===== src/verilog/fc_defines.svh =====
// FC layer sizes
`ifndef FC_DEFINES_SVH
`define FC_DEFINES_SVH

// Feature words per vector, 32 int8 features
`define FC_FEAT_WORDS 8

// Output neurons and bytes per 32-bit word
`define FC_OUT_NUM 8
`define FC_LANES 4

// One bias byte per neuron, four per word
`define FC_BIAS_WORDS 2
`define FC_OUT_WORDS 2

// Fixed-point scaling and accumulator width
`define FC_FRAC_SHIFT 6
`define FC_ACC_W 20

`endif

===== src/verilog/fc_pkg.sv =====
// FC engine types
`include "fc_defines.svh"

package fc_pkg;

  // One 32-bit word, seen raw or as four int8 lanes
  typedef union packed {
    logic [31:0] raw;
    logic [`FC_LANES-1:0][7:0] lane;
  } word_u;

  // Input stream beat
  typedef struct packed {
    word_u data;
    logic valid;
  } in_beat_t;

  // Output stream beat
  typedef struct packed {
    word_u data;
    logic valid;
    logic last;
  } out_beat_t;

  typedef enum logic [1:0] {
    CMD_NONE,
    CMD_FEAT,
    CMD_BIAS,
    CMD_RUN
  } cmd_t;

  typedef enum logic [1:0] {
    ST_IDLE,
    ST_LOAD_FEAT,
    ST_LOAD_BIAS,
    ST_RUN
  } state_t;

  typedef logic signed [`FC_ACC_W-1:0] acc_t;

endpackage


===== src/verilog/fc_top.sv =====
// FC layer engine top
`timescale 1ns/1ns

module fc_top (
  input  logic              clk,
  input  logic              rstn,
  input  fc_pkg::cmd_t      cmd,
  input  logic              start,
  input  fc_pkg::in_beat_t  s_beat,
  output logic              s_ready,
  output fc_pkg::out_beat_t m_beat,
  input  logic              m_ready,
  output logic              feat_loaded,
  output logic              bias_loaded,
  output logic              fc_done,
  output logic [2:0]        max_idx
);

  fc_pkg::state_t state;
  fc_pkg::word_u  feat_word;
  fc_pkg::word_u  bias_word;
  fc_pkg::acc_t   sum;
  logic [2:0]     word_idx;
  logic [2:0]     neuron_idx;
  logic           word_end;
  logic           neuron_end;
  logic           run_end;
  logic           beat;
  logic           run_beat;
  logic           first;
  logic           start_run;
  logic           sum_valid;
  logic [7:0]     out_byte;
  logic           out_valid;

  //////////////////////////////
  // Strobes
  assign beat      = s_beat.valid && s_ready;
  assign run_beat  = beat && (state == fc_pkg::ST_RUN);
  assign first     = (word_idx == 3'd0);
  assign start_run = start && (cmd == fc_pkg::CMD_RUN) && (state == fc_pkg::ST_IDLE);

  fc_ctrl ctrl_i (
    .clk(clk), .rstn(rstn), .cmd(cmd), .start(start), .s_valid(s_beat.valid),
    .word_end(word_end), .neuron_end(neuron_end), .run_end(run_end),
    .m_valid(m_beat.valid), .m_ready(m_ready), .state(state), .s_ready(s_ready),
    .feat_loaded(feat_loaded), .bias_loaded(bias_loaded), .fc_done(fc_done)
  );

  fc_counter counter_i (
    .clk(clk), .rstn(rstn), .state(state), .beat(beat), .word_idx(word_idx),
    .neuron_idx(neuron_idx), .word_end(word_end), .neuron_end(neuron_end),
    .run_end(run_end)
  );

  feat_bias_buffer buffer_i (
    .clk(clk), .we_feat(beat && (state == fc_pkg::ST_LOAD_FEAT)),
    .we_bias(beat && (state == fc_pkg::ST_LOAD_BIAS)), .word_idx(word_idx),
    .wdata(s_beat.data), .bias_sel(neuron_idx[2]), .feat_word(feat_word),
    .bias_word(bias_word)
  );

  dot_unit dot_i (
    .clk(clk), .rstn(rstn), .beat(run_beat), .first(first), .last(word_end),
    .feat_word(feat_word), .weight_word(s_beat.data), .sum(sum), .sum_valid(sum_valid)
  );

  result_packer packer_i (
    .clk(clk), .rstn(rstn), .sum(sum), .sum_valid(sum_valid), .neuron_idx(neuron_idx),
    .bias_word(bias_word), .run_end(run_end), .m_ready(m_ready), .m_beat(m_beat),
    .out_byte(out_byte), .out_valid(out_valid)
  );

  argmax_tracker argmax_i (
    .clk(clk), .rstn(rstn), .start_run(start_run), .out_byte(out_byte),
    .out_valid(out_valid), .neuron_idx(neuron_idx), .max_idx(max_idx)
  );

endmodule


===== src/verilog/argmax_tracker.sv =====
// Running argmax of output bytes
`timescale 1ns/1ns

module argmax_tracker (
  input  logic       clk,
  input  logic       rstn,
  input  logic       start_run,
  input  logic [7:0] out_byte,
  input  logic       out_valid,
  input  logic [2:0] neuron_idx,
  output logic [2:0] max_idx
);

  logic [7:0] max_val;

  // Outputs are never negative, so zero is a safe starting maximum
  always_ff @(posedge clk) begin
    if (!rstn || start_run) begin
      max_val <= 8'd0;
      max_idx <= 3'd0;
    end else if (out_valid && out_byte > max_val) begin
      // Strictly greater keeps the lowest index on a tie
      max_val <= out_byte;
      max_idx <= neuron_idx;
    end
  end

endmodule


===== src/verilog/result_packer.sv =====
// Bias, ReLU, saturate and pack
`timescale 1ns/1ns
`include "fc_defines.svh"

module result_packer (
  input  logic              clk,
  input  logic              rstn,
  input  fc_pkg::acc_t      sum,
  input  logic              sum_valid,
  input  logic [2:0]        neuron_idx,
  input  fc_pkg::word_u     bias_word,
  input  logic              run_end,
  input  logic              m_ready,
  output fc_pkg::out_beat_t m_beat,
  output logic [7:0]        out_byte,
  output logic              out_valid
);

  logic signed [`FC_ACC_W:0] biased;
  logic signed [`FC_ACC_W:0] scaled;
  fc_pkg::word_u             fill_word;
  fc_pkg::word_u             next_word;
  fc_pkg::word_u             out_word;
  logic                      lane_full;
  logic                      word_valid;
  logic                      word_last;
  logic                      last_pending;

  // One bit wider so the bias add cannot wrap
  always_comb begin
    biased = sum + $signed(bias_word.lane[neuron_idx[1:0]]);
    scaled = biased >>> `FC_FRAC_SHIFT;
    if (biased < 0) out_byte = 8'd0;
    else if (scaled > 127) out_byte = 8'd127;
    else out_byte = scaled[7:0];
    next_word = fill_word;
    next_word.lane[neuron_idx[1:0]] = out_byte;
  end

  assign out_valid = sum_valid;
  assign lane_full = (neuron_idx[1:0] == 2'(`FC_LANES - 1));

  //////////////////////////////
  // Byte packing
  always_ff @(posedge clk) begin
    if (sum_valid) begin
      fill_word <= next_word;
      if (lane_full) out_word <= next_word;
    end
  end

  //////////////////////////////
  // Output stream register
  always_ff @(posedge clk) begin
    if (!rstn) begin
      word_valid   <= 1'b0;
      word_last    <= 1'b0;
      last_pending <= 1'b0;
    end else begin
      if (sum_valid && lane_full) begin
        word_valid   <= 1'b1;
        word_last    <= last_pending;
        last_pending <= 1'b0;
      end else begin
        // Final vector is streaming, so the next full word closes the run
        if (run_end) last_pending <= 1'b1;
        if (m_ready) word_valid <= 1'b0;
      end
    end
  end

  assign m_beat = '{data: out_word, valid: word_valid, last: word_last};

endmodule


===== src/verilog/dot_unit.sv =====
// Four-lane int8 MAC
`timescale 1ns/1ns
`include "fc_defines.svh"

module dot_unit (
  input  logic          clk,
  input  logic          rstn,
  input  logic          beat,
  input  logic          first,
  input  logic          last,
  input  fc_pkg::word_u feat_word,
  input  fc_pkg::word_u weight_word,
  output fc_pkg::acc_t  sum,
  output logic          sum_valid
);

  fc_pkg::acc_t lane_sum;
  fc_pkg::acc_t prod_q;
  fc_pkg::acc_t acc_q;
  logic         prod_valid;
  logic         prod_first;
  logic         prod_last;

  always_comb begin
    lane_sum = '0;
    for (int i = 0; i < `FC_LANES; i++) begin
      lane_sum = lane_sum + $signed(feat_word.lane[i]) * $signed(weight_word.lane[i]);
    end
  end

  //////////////////////////////
  // Product stage
  always_ff @(posedge clk) begin
    if (beat) begin
      prod_q     <= lane_sum;
      prod_first <= first;
      prod_last  <= last;
    end
  end

  //////////////////////////////
  // Accumulate stage
  always_ff @(posedge clk) begin
    if (prod_valid) acc_q <= prod_first ? prod_q : acc_q + prod_q;
  end

  always_ff @(posedge clk) begin
    if (!rstn) begin
      prod_valid <= 1'b0;
      sum_valid  <= 1'b0;
    end else begin
      prod_valid <= beat;
      sum_valid  <= prod_valid && prod_last;
    end
  end

  assign sum = acc_q;

endmodule


===== src/verilog/feat_bias_buffer.sv =====
// Feature and bias register file
`timescale 1ns/1ns
`include "fc_defines.svh"

module feat_bias_buffer (
  input  logic          clk,
  input  logic          we_feat,
  input  logic          we_bias,
  input  logic [2:0]    word_idx,
  input  fc_pkg::word_u wdata,
  input  logic          bias_sel,
  output fc_pkg::word_u feat_word,
  output fc_pkg::word_u bias_word
);

  logic [31:0] feat_mem [`FC_FEAT_WORDS];
  logic [31:0] bias_mem [`FC_BIAS_WORDS];

  always_ff @(posedge clk) begin
    if (we_feat) feat_mem[word_idx] <= wdata.raw;
    // Two bias words, so the low index bit selects
    if (we_bias) bias_mem[word_idx[0]] <= wdata.raw;
  end

  // Combinational reads keep the feature word aligned with its weight beat
  assign feat_word.raw = feat_mem[word_idx];
  assign bias_word.raw = bias_mem[bias_sel];

endmodule


===== src/verilog/fc_counter.sv =====
// Word and neuron counters
`timescale 1ns/1ns
`include "fc_defines.svh"

module fc_counter (
  input  logic           clk,
  input  logic           rstn,
  input  fc_pkg::state_t state,
  input  logic           beat,
  output logic [2:0]     word_idx,
  output logic [2:0]     neuron_idx,
  output logic           word_end,
  output logic           neuron_end,
  output logic           run_end
);

  logic [2:0] vec_idx;
  logic [1:0] drain;
  logic       in_run;

  assign in_run = (state == fc_pkg::ST_RUN);

  // End positions, the consumer qualifies them with the accepted beat
  assign word_end = (in_run || state == fc_pkg::ST_LOAD_FEAT) &&
                    (word_idx == 3'(`FC_FEAT_WORDS - 1));
  // Bias block covers all neurons
  assign neuron_end = (state == fc_pkg::ST_LOAD_BIAS) &&
                      (word_idx == 3'(`FC_BIAS_WORDS - 1));
  assign run_end = in_run && word_end && (vec_idx == 3'(`FC_OUT_NUM - 1));

  always_ff @(posedge clk) begin
    if (!rstn) begin
      word_idx   <= '0;
      vec_idx    <= '0;
      drain      <= '0;
      neuron_idx <= '0;
    end else begin
      drain <= {drain[0], beat && in_run && word_end};
      if (state == fc_pkg::ST_IDLE) begin
        word_idx <= '0;
        vec_idx  <= '0;
      end else if (beat) begin
        word_idx <= (word_end || neuron_end) ? 3'd0 : word_idx + 3'd1;
        if (in_run && word_end) vec_idx <= run_end ? 3'd0 : vec_idx + 3'd1;
      end
      // Neuron index moves two cycles after its vector ends, in step with the dot unit
      if (drain[1]) begin
        neuron_idx <= (neuron_idx == 3'(`FC_OUT_NUM - 1)) ? 3'd0 : neuron_idx + 3'd1;
      end
    end
  end

endmodule


===== src/verilog/fc_ctrl.sv =====
// Layer control FSM
`timescale 1ns/1ns

module fc_ctrl (
  input  logic           clk,
  input  logic           rstn,
  input  fc_pkg::cmd_t   cmd,
  input  logic           start,
  input  logic           s_valid,
  input  logic           word_end,
  input  logic           neuron_end,
  input  logic           run_end,
  input  logic           m_valid,
  input  logic           m_ready,
  output fc_pkg::state_t state,
  output logic           s_ready,
  output logic           feat_loaded,
  output logic           bias_loaded,
  output logic           fc_done
);

  logic accept;
  logic weights_done;

  assign accept = s_valid && s_ready;

  always_comb begin
    case (state)
      fc_pkg::ST_LOAD_FEAT,
      fc_pkg::ST_LOAD_BIAS: s_ready = 1'b1;
      // Stall weights while a full word waits downstream
      fc_pkg::ST_RUN: s_ready = !weights_done && !(m_valid && !m_ready);
      default: s_ready = 1'b0;
    endcase
  end

  always_ff @(posedge clk) begin
    if (!rstn) begin
      state        <= fc_pkg::ST_IDLE;
      feat_loaded  <= 1'b0;
      bias_loaded  <= 1'b0;
      weights_done <= 1'b0;
      fc_done      <= 1'b0;
    end else begin
      fc_done <= 1'b0;
      case (state)
        fc_pkg::ST_IDLE: begin
          weights_done <= 1'b0;
          if (start) begin
            case (cmd)
              fc_pkg::CMD_FEAT: state <= fc_pkg::ST_LOAD_FEAT;
              fc_pkg::CMD_BIAS: state <= fc_pkg::ST_LOAD_BIAS;
              // Run only once both operand sets are present
              fc_pkg::CMD_RUN: begin
                if (feat_loaded && bias_loaded) state <= fc_pkg::ST_RUN;
              end
              default: ;
            endcase
          end
        end
        fc_pkg::ST_LOAD_FEAT: begin
          if (accept && word_end) begin
            state       <= fc_pkg::ST_IDLE;
            feat_loaded <= 1'b1;
          end
        end
        fc_pkg::ST_LOAD_BIAS: begin
          if (accept && neuron_end) begin
            state       <= fc_pkg::ST_IDLE;
            bias_loaded <= 1'b1;
          end
        end
        fc_pkg::ST_RUN: begin
          if (accept && run_end) weights_done <= 1'b1;
          // Earlier words have left before the final weight beat
          if (weights_done && m_valid && m_ready) begin
            state   <= fc_pkg::ST_IDLE;
            fc_done <= 1'b1;
          end
        end
        default: state <= fc_pkg::ST_IDLE;
      endcase
    end
  end

endmodule


===== config.mk =====
export PLATFORM = sky130hd
export DESIGN_NAME = fc_top
export DESIGN_NICKNAME = d
export VERILOG_FILES = /design/src/verilog/fc_pkg.sv /design/src/verilog/fc_top.sv /design/src/verilog/argmax_tracker.sv /design/src/verilog/result_packer.sv /design/src/verilog/dot_unit.sv /design/src/verilog/feat_bias_buffer.sv /design/src/verilog/fc_counter.sv /design/src/verilog/fc_ctrl.sv
export VERILOG_INCLUDE_DIRS = /design/src /design/src/verilog
export SDC_FILE = /design/constraint.sdc
export NUM_CORES = 1
export LEC_CHECK = 0
export BUFFER_PORTS_ARGS = -buffer_cell sky130_fd_sc_hd__buf_2
export CAP_MARGIN = 20
export CORE_MARGIN = 3
export CORE_UTILIZATION = 35
export CTS_CLUSTER_DIAMETER = 200
export DETAILED_ROUTE_END_ITERATION = 10
export SLEW_MARGIN = 20
export SYNTH_ARGS = -nofsm -noshare
export SYNTH_HDL_FRONTEND = slang
export SYNTH_HIERARCHICAL = 1
export SYNTH_SLANG_ARGS = --single-unit

===== constraint.sdc =====
create_clock -name clk -period 13.5 [get_ports clk]
set_input_delay 1.35 -clock clk [delete_from_list [all_inputs] [get_ports clk]]
set_output_delay 1.35 -clock clk [all_outputs]
set_load 0.1 [all_outputs]

# == Yosys cells after proc, flatten, opt, wreduce, memory -nomap -nowiden ==
# Memories as Yosys holds them, arrays and structs flattened. A register that Yosys moved wholly into a read port is not among the register bits.
# Index checks and enable logic that the tools add are counted.
# word_totals
memories,2
in_bits,39
out_inout_bits,41
ff_bits,139
ram_bits,320
word_cells,136
# classes
n_bitwise,1
multipliers,4
n_eq_ne,18
addsub,8
muxes,32
order_cmp,5
reduce_logical,44
# memory_table
name,depth,word_bits,read_ports,rd_clocked_by_memory_dff,wr,line_no,rtl
buffer_i.feat_mem,8,32,1,1,1,feat_bias_buffer.sv:16,logic [31:0] feat_mem [`FC_FEAT_WORDS];
buffer_i.bias_mem,2,32,1,1,1,feat_bias_buffer.sv:17,logic [31:0] bias_mem [`FC_BIAS_WORDS];
# ops
op,n
adder 20 bit,4
multiplier 8 x 8 -> 16 bit,4
bitwise mux 32 bit,1
2-to-1 mux 8 bit,4
logical AND 1 bit,23
adder 20 x 8 -> 21 bit,1
"< comparator 21 x 1 -> 1 bit, second input constant",1
2-to-1 mux 20 bit,1
binary-select mux 8 bit (select 2 bit),1
demux 8 bit (select 2 bit),1
"greater-than comparator 15 x 8 -> 1 bit, second input constant",1
2-to-1 mux 3 bit,5
AND reduction 2 bit,6
"== test 2 bit, second input constant",5
2-to-1 mux 1 bit,10
2-to-1 mux 2 bit,5
"adder 3 x 1 -> 3 bit, second input constant",3
"== test 3 bit, second input constant",3
greater-than comparator 8 bit,1
case mux 2 bit (4 select lines),1
"!= test 2 bit, second input constant",3
case mux 2 bit (3 select lines),1
AND reduction 6 bit,1
OR reduction 2 bit,3
14 further kinds,23

# == Depth between registers and ports, before layout ==
# Gate-level depths: netlist of the first run.
# logic_depth
depth_word,9
ltp_mapped,31
ltp_nobuf,28

# == Modules after synthesis ==
# Netlist of the first run, hierarchy kept.
# modules_own_cells
module,seq_area_each_um2,cells_per_inst,instances,area_per_inst_um2
dot_unit,1271.2,1344,1,13518.0
feat_bias_buffer,9609.2,610,1,12179.2
result_packer,1981.9,347,1,3893.7
argmax_tracker,220.2,79,1,691.9
fc_counter,220.2,51,1,529.3
fc_ctrl,120.1,47,1,387.9
fc_top,0.0,8,1,50.0

# == Worst setup path after synthesis of the first run ==
# OpenSTA, ideal clock, no wires.
# synth_path
path_type,flip-flop to flip-flop
start,register counter_i/word_idx[0] (netlist name)
end,"register dot_i.prod_q[18], data pin"
n_path_buf,2
stages_incl_launch_ff,28
period_less_slack_ns,7.873
arrival_time_ns,7.605
slack_ns,5.627
setup_ns,0.268
required_ns,13.232
cell_sequence,dfxtp_1 buf_6 nor2b_1 buf_2 a22oi_1 o211ai_1 and2_1 inv_1 fa_1 fa_1 inv_1 fa_1 fa_1 fa_1 fa_1 inv_1 fa_1 fa_1 inv_1 ha_1 o21ai_0 nor2_1 o21ai_1 nand3_1 nand4_1 a21boi_1 o41ai_1 xnor2_1
# synth_rtl
item,line_no,rtl
end signal: assignment,dot_unit.sv:35,prod_q <= lane_sum;
end: declaration,dot_unit.sv:18,fc_pkg::acc_t prod_q;

==> results, run 1 <==
- The run finished with clean final reports.
- The type of the worst setup path is reg2reg.
- The final standard cell utilization of the core is 0.392.
- The startpoint type of the worst setup path is a register.
- The kind of cell adding the most delay to the critical path is adder cells.
- The delay of the slowest critical-path stage is 0.74 ns.
- After synthesis, the cell types taking the most area are edfxtp_1 41%, fa_1 21%, ha_1 6.3%.
- The class of the most critical hold timing path is reg2reg.
- For the worst-skew pair, the clock arrives at the later sink with an insertion delay of 0.59 ns.
- In this run, synthesis inferred 425 flip-flops with an integrated enable.
- The number of violations reported at the end of detailed-routing iteration 0 is 1,491.
- The number of nets in the finished design is 3,092.
- The remaining global-route overflow is 0.
- Entering global routing, the biggest net connects 56 pins.
- The initial core utilization is 0.356.
- After detailed routing, the total wire length is 72,800 microns.
- In the synthesized netlist the async set-or-reset flop fraction comes to 0.
- Averaged over all synthesized cells, the footprint is 12.6 sq um.
- The final cell count without fillers is 3,762.
- The number of pins with negative max-slew slack in the final report is 0.
- The proportion of netlist area held by the largest area contributor is 0.408.
- Counting along the longest clock path gives a buffer depth of 3.
- For this run, the number of Yosys warnings is 6.
- The number of optimization iterations in the first detailed-route pass is 6.
- The via density per instance is 5.07.
- The share of final-layout standard cells stronger than drive strength 1 is 0.124.
- The instance count of the mapped netlist is 2,486.
- Of the synthesized area, sequential elements account for 0.430.
- The clock tree root driver cell is clkbuf_16.
- The sum of net half-perimeters after detailed placement is 54,400 microns.
- The placeable core region is 87,700 sq um.
- The first global-routing pass estimated 115,000 microns of wire.
- The biggest fanout along the worst timing path is 33.
- The average wire length per cell after detail routing is 19.3 microns.
- The floorplan step set the die height to 305 microns.
- The most frequent cell after synthesis is edfxtp_1.
- Input and output buffers added on the ports amount to 79.
- The number of cells upsized or downsized after cts is 0.
- The slew at the pin closest to its max-slew limit is 1.07 ns.
- The final worst clock skew is 0.0309 ns.
- Setup violations remaining at the end of the flow were counted as 0.
- The final critical-path setup slack is 4.44 ns.
- The total placed cells including tap cells is 3,675.
- The worst path required time is 13.81 ns.
- The number of antenna violations at the first check in global routing was 3.
- The count of different cell masters after synthesis is 89.
- TritonCTS built the clock tree.
- By count the netlist is led by 425 x edfxtp_1, 414 x inv_1, 327 x fa_1.
- The post-route setup TNS is 0 ns.
- The tightest slew margin relative to the limit is 0.283.
- The max-cap violation count is 0.
- The number of global-route vias before repair is 19.8k.
- The commonest register cell after synthesis is edfxtp_1.
- The sink count of the clock tree is 458.
- The critical path contains buffers and inverters numbering 5 combined.
- The library cell appearing most often on the critical path is fa_1.
- The netlist area before placement is 31,200 sq um.
- The worst setup path is captured at a register.
- During I/O placement, the number of pins put on the boundary was 80.
- The total global-route track usage is 0.158.
- The post-cts hold buffer count is 0.
- The post-synthesis net count is 3,009.
- The DRC violation count after routing is 0.
- The detail route stage leaves a number of antenna-violating nets equal to 0.
- The area overhead of the layout relative to synthesis is 10.0%.
- The peak clock frequency supported by timing is 110 MHz.
- The floorplan has 108 rows.
- TritonCTS created 47 clock buffers.
- The arrival time at the worst endpoint is 9.38 ns.
- The pre-CTS worst setup slack is 4.46 ns.
- The floorplan step defined a die boundary enclosing 92,900 sq um.
- The total count of hold-check failures in the final report is 0.
- Setup repair after global routing left no endpoint under its margin.
- The synthesis-stage register bit count is 458.
- In the finished design, the share of the clock period the worst path needs comes to 0.671.
- The highest-delay cell along the critical path is dfxtp_2.
- The floorplan die width is 305 microns.
- The depth of the CTS H-tree is 2.
- The routed layout has 19.1k vias.
- The minimum clock period after layout is 9.06 ns.
- Routability-driven placement finished with a final weighted congestion of 0.828.
- Clock-pin slew was measured on the worst setup and hold paths at 0.07 ns.
- The largest total area in the synthesized netlist belongs to edfxtp_1.
- Once the clock tree was built, the setup fixing pass inserted 0 buffers.
==> flip-flops by register name (all words and copies together), names as in the netlist, 2 cells and up <==
signal                flops
ctrl_i/state              2
argmax_i/max_val          8
argmax_i/max_idx          3
dot_i/sum                20
buffer_i/bias_mem        64
packer_i/out_word        32
counter_i/neuron_idx      3
buffer_i/feat_mem       256
packer_i/fill_word       32
dot_i/prod_q             19
counter_i/vec_idx         3
counter_i/drain           2
counter_i/word_idx        3
==> worst paths after layout <==
path | cells after the start | end | start | slack [ns]
worst max register to register | 26 | dot_i/prod_q[18] | counter_i/word_idx[2] | 4.44
worst max-delay path | 26 | dot_i/prod_q[18] | counter_i/word_idx[2] | 4.44
worst min register to register | 1 | counter_i/drain[1] | counter_i/drain[0] | 0.44
worst min-delay path | 1 | counter_i/drain[1] | counter_i/drain[0] | 0.44
==> layout make-up <==
cell class,count,area (sq um)
clock inverters,25,223
well taps,1155,1450
repair buffers,104,583
multi-input cells,1544,15900
inverters,414,1550
fillers,8201,53300
flip-flops and latches,458,13400
clock buffers,59,1290
diodes,3,7.51
==> per-stage QoR <==
stage / instance area (sq um) / hold slack, ns
2_1_floorplan: 31300 / 0.412
5_1_grt: 34400 / 0.464
3_3_place_gp: 32900 / 0.421
4_1_cts: 34400 / 0.444
6_report: 34400 / 0.441
3_5_place_dp: 32900 / 0.433
==> logic make-up (layout without fill, tap and decap cells) <==
| group | Yosys count | after routing | synth area share |
|---|---|---|---|
| buffers and inverters | 484 | 602 | 0.0634 |
| multiplexers | 151 | 151 | 0.0601 |
| flip-flops | 458 | 458 | 0.430 |
| AO/OA/AOI/OAI | 356 | 356 | 0.0779 |
| AND/OR/NAND/NOR | 508 | 508 | 0.0843 |
| adder cells (fa/ha/maj) | 484 | 484 | 0.272 |
| other | 1 | 4 | 0.000120 |
| XOR/XNOR | 44 | 44 | 0.0123 |
==> per-layer routing <==
metal  vias up  share of wire  track usage
li1       8657              -            -
met1      9725           0.46        0.225
met2       597           0.47        0.255
met3        80          0.053       0.0219
met4         0          0.019       0.0370
met5         -              0            0
==> placed cells by master, fill, tap and decap left out, types with 55 or more instances in the layout <==
| cell type | count |
|---|---|
| a21oi_1 | 55 |
| and2_1 | 141 |
| buf_2 | 79 |
| edfxtp_1 | 425 |
| fa_1 | 327 |
| ha_1 | 157 |
| inv_1 | 413 |
| mux2_2 | 96 |
| nand2_1 | 177 |
| o21ai_0 | 60 |
Power of run 1 is not shown: default switching activity piles up to over one toggle a cycle in this logic, so the estimate is an artifact.
==> run 2, diff against run 1 <==
==> constraint.sdc (replaced) <==
create_clock -name clk -period 9 [get_ports clk]
set_input_delay 0.9 -clock clk [delete_from_list [all_inputs] [get_ports clk]]
set_output_delay 0.9 -clock clk [all_outputs]
set_load 0.1 [all_outputs]
==> results, run 2 (same netlist as run 1, synthesis figures left out) <==
- The flow ran to the end, and the final reports show no timing, DRC or antenna violations.
- The worst path required time is 9.33 ns (-4.48 ns).
- The number of antenna violations at the first check in global routing came to 2 (-1).
- The overall die area is 92,900 sq um (unchanged).
- The register area was 13,400 sq um (about the same).
- The sink count of the clock tree came to 458 (unchanged).
- The total count of hold-check failures in the final report is 0 (unchanged).
- The total via count in the routed design is 19.2k (+0.49%).
- The number of optimization iterations in the first detailed-route pass is 5 (-1).
- TritonCTS built the clock tree.
- The final hold slack is 0.439 ns (-0.00258 ns).
- The wire length of the first global-routing pass is 118,000 microns (+2.4%).
- Relative to the synthesized area, the layout overhead comes to 11.1%.
- The number of flip-flops under the largest register name is 256 (unchanged).
- The final worst clock skew is 0.0312 ns (+0.000302 ns).
- The depth of the CTS H-tree is 2 (unchanged).
- The area used by multi-input combinational logic came to 15,900 sq um (unchanged).
- The sum of net half-perimeters after detailed placement is 56,200 microns (+3.1%).
- The type of the worst setup path is reg2reg.
- The number of filler instances in the final layout is 8,227 (+0.32%).
- The worst setup path is launched from a register.
- The number of buffers inserted during clock tree synthesis was 49 (+4.3%).
- The tightest slew margin relative to the limit was 0.311 (+0.0285).
- The share of final-layout standard cells stronger than drive strength 1 is 0.139 (+0.0141).
- The global placer's final weighted congestion is 0.846 (+2.2%).
- The peak clock frequency supported by timing came to 117 MHz (+6.2%).
- The total global-route track usage was 0.162 (+0.00454).
- The path class of the tightest hold or removal check is reg2reg.
- The floorplan die width is 305 microns (unchanged).
- The initial core utilization is 0.356 (unchanged).
- The top-level port count is 80 (unchanged).
- The pin count of the biggest net entering global routing is 38 (-32%).
- The number of violations reported at the end of detailed-routing iteration 0 came to 1,389 (-6.8%).
- The slew at the pin closest to its max-slew limit came to 1.03 ns (-0.0459 ns).
- The post-route setup TNS was 0 ns (unchanged).
- In the layout the commonest cells are 425 x edfxtp_1, 413 x inv_1, 327 x fa_1.
- The remaining antenna violation count after routing is 0 (unchanged).
- The arrival time at the worst endpoint is 8.86 ns (-0.52 ns).
- The port buffer count is 79 (unchanged).
- The number of pins with negative max-slew slack in the final report was 0 (unchanged).
- The number of global-route vias before repair is 20.3k (+2.5%).
- The most frequent standard cell in the layout excluding fill and tap cells is edfxtp_1.
- The number of nets in the finished design was 3,125 (+1.1%).
- The vertical die dimension is 305 microns (unchanged).
- The average wire length per cell after detail routing is 19.7 microns (+2.1%).
- The clock-pin slew reported for the worst setup and hold paths after clock tree synthesis is 0.06 ns (about the same).
- The root buffer cell chosen for the clock tree is clkbuf_16.
- The final cycle utilization of the critical path is 0.948 (+0.277).
- The aggregate routed wire length was 75,000 microns (+3.1%).
- The number of setup violations in the final report was 0 (unchanged).
- The register name with the most flops is buffer_i/feat_mem.
- Setup repair after global routing left no endpoint under its margin.
- The clock latency at the later pin of the worst-skew pair was 0.59 ns (about the same).
- The placeable core region is 87,700 sq um (unchanged).
- The max-cap violation count came to 0 (unchanged).
- The sort of element at the end of the critical path is a register.
- The via density per instance is 5.04 (-0.49%).
- The biggest fanout along the worst timing path is 25 (-24%).
- The deepest clock path buffer count is 3 (unchanged).
- The minimum clock period after layout was 8.53 ns (-0.530 ns).
- The remaining global-route overflow came to 0 (unchanged).
- The post-cts hold buffer count came to 0 (unchanged).
- The DRC violation count after routing was 0 (unchanged).
- The number of rows created at floorplan is 108 (unchanged).
-- run 2: changes by cell type in the layout (fill, tap and decap cells not counted), moves of 2 or more --
| cell | delta |
|---|---|
| buf_12 | +2 |
| buf_4 | +28 |
| clkbuf_1 | +3 |
| clkinv_1 | -6 |
| clkinv_2 | +8 |
| clkinv_4 | +2 |
| inv_6 | -2 |
-- run 2: timing repair --
item,CTS,global route
endpoints found under the hold margin,0,0
resized for setup,0,1
setup buffers,0,5
endpoints found under the setup margin,0,3
-- run 2: layout make-up --
type                            count  area share
Timing Repair Buffer              135      0.0243
Tap cell                         1155      0.0416
Multi-Input combinational cell   1544       0.457
Antenna cell                        2    0.000144
Sequential cell                   458       0.387
Clock buffer                       61      0.0372
Inverter                          414      0.0448
Clock inverter                     30     0.00858
-- run 2: routing by layer --
layer  up-vias  wire length [microns]  global-route usage
met5         -                      7                   0
met4         2                   1580              0.0394
met3        91                   4510              0.0269
met2       568                  35400               0.265
met1      9765                  33500               0.226
li1       8726                      -                   -
-- run 2: through the flow --
step / area, sq um / std cells / setup WS (ns) / utilization
after global routing: 34700 / 3797 / 0.0119 / 0.396
after floorplan: 31300 / 2486 / 1.13 / -
after CTS: 34700 / 3791 / 0.363 / 0.395
final: 34700 / 3799 / 0.468 / 0.396
after global placement: 33100 / 3700 / 0.474 / 0.377
after detailed placement: 33100 / 3700 / 0.335 / 0.377
-- run 2: final timing paths --
| kind | start | to | slack (ns) | depth (start not counted) |
|---|---|---|---|---|
| worst max-delay path | counter_i/word_idx[2] | dot_i/prod_q[18] | 0.47 | 26 |
| worst max register to register | counter_i/word_idx[2] | dot_i/prod_q[18] | 0.47 | 26 |
| worst min-delay path | counter_i/drain[0] | counter_i/drain[1] | 0.44 | 1 |
| worst min register to register | counter_i/drain[0] | counter_i/drain[1] | 0.44 | 1 |
-- run 2: critical path: stages, from the launching register on --
cell and delay, ns:
dfxtp_2 0.71, buf_4 0.32, mux2_2 0.36, a22oi_1 0.16, o211ai_1 0.44, and2_1 0.36, fa_1 0.54, inv_1 0.05
fa_1 0.48, inv_1 0.05, fa_1 0.48, fa_1 0.52, fa_1 0.54, fa_1 0.56, inv_1 0.06, fa_1 0.50
fa_1 0.54, inv_1 0.04, ha_1 0.34, o21ai_0 0.24, nor2_1 0.08, o21ai_1 0.12, nand3_1 0.12, nand4_1 0.11
a21boi_1 0.09, o41ai_1 0.33, xnor2_1 0.14
Power of run 2 is left out for the same reason.
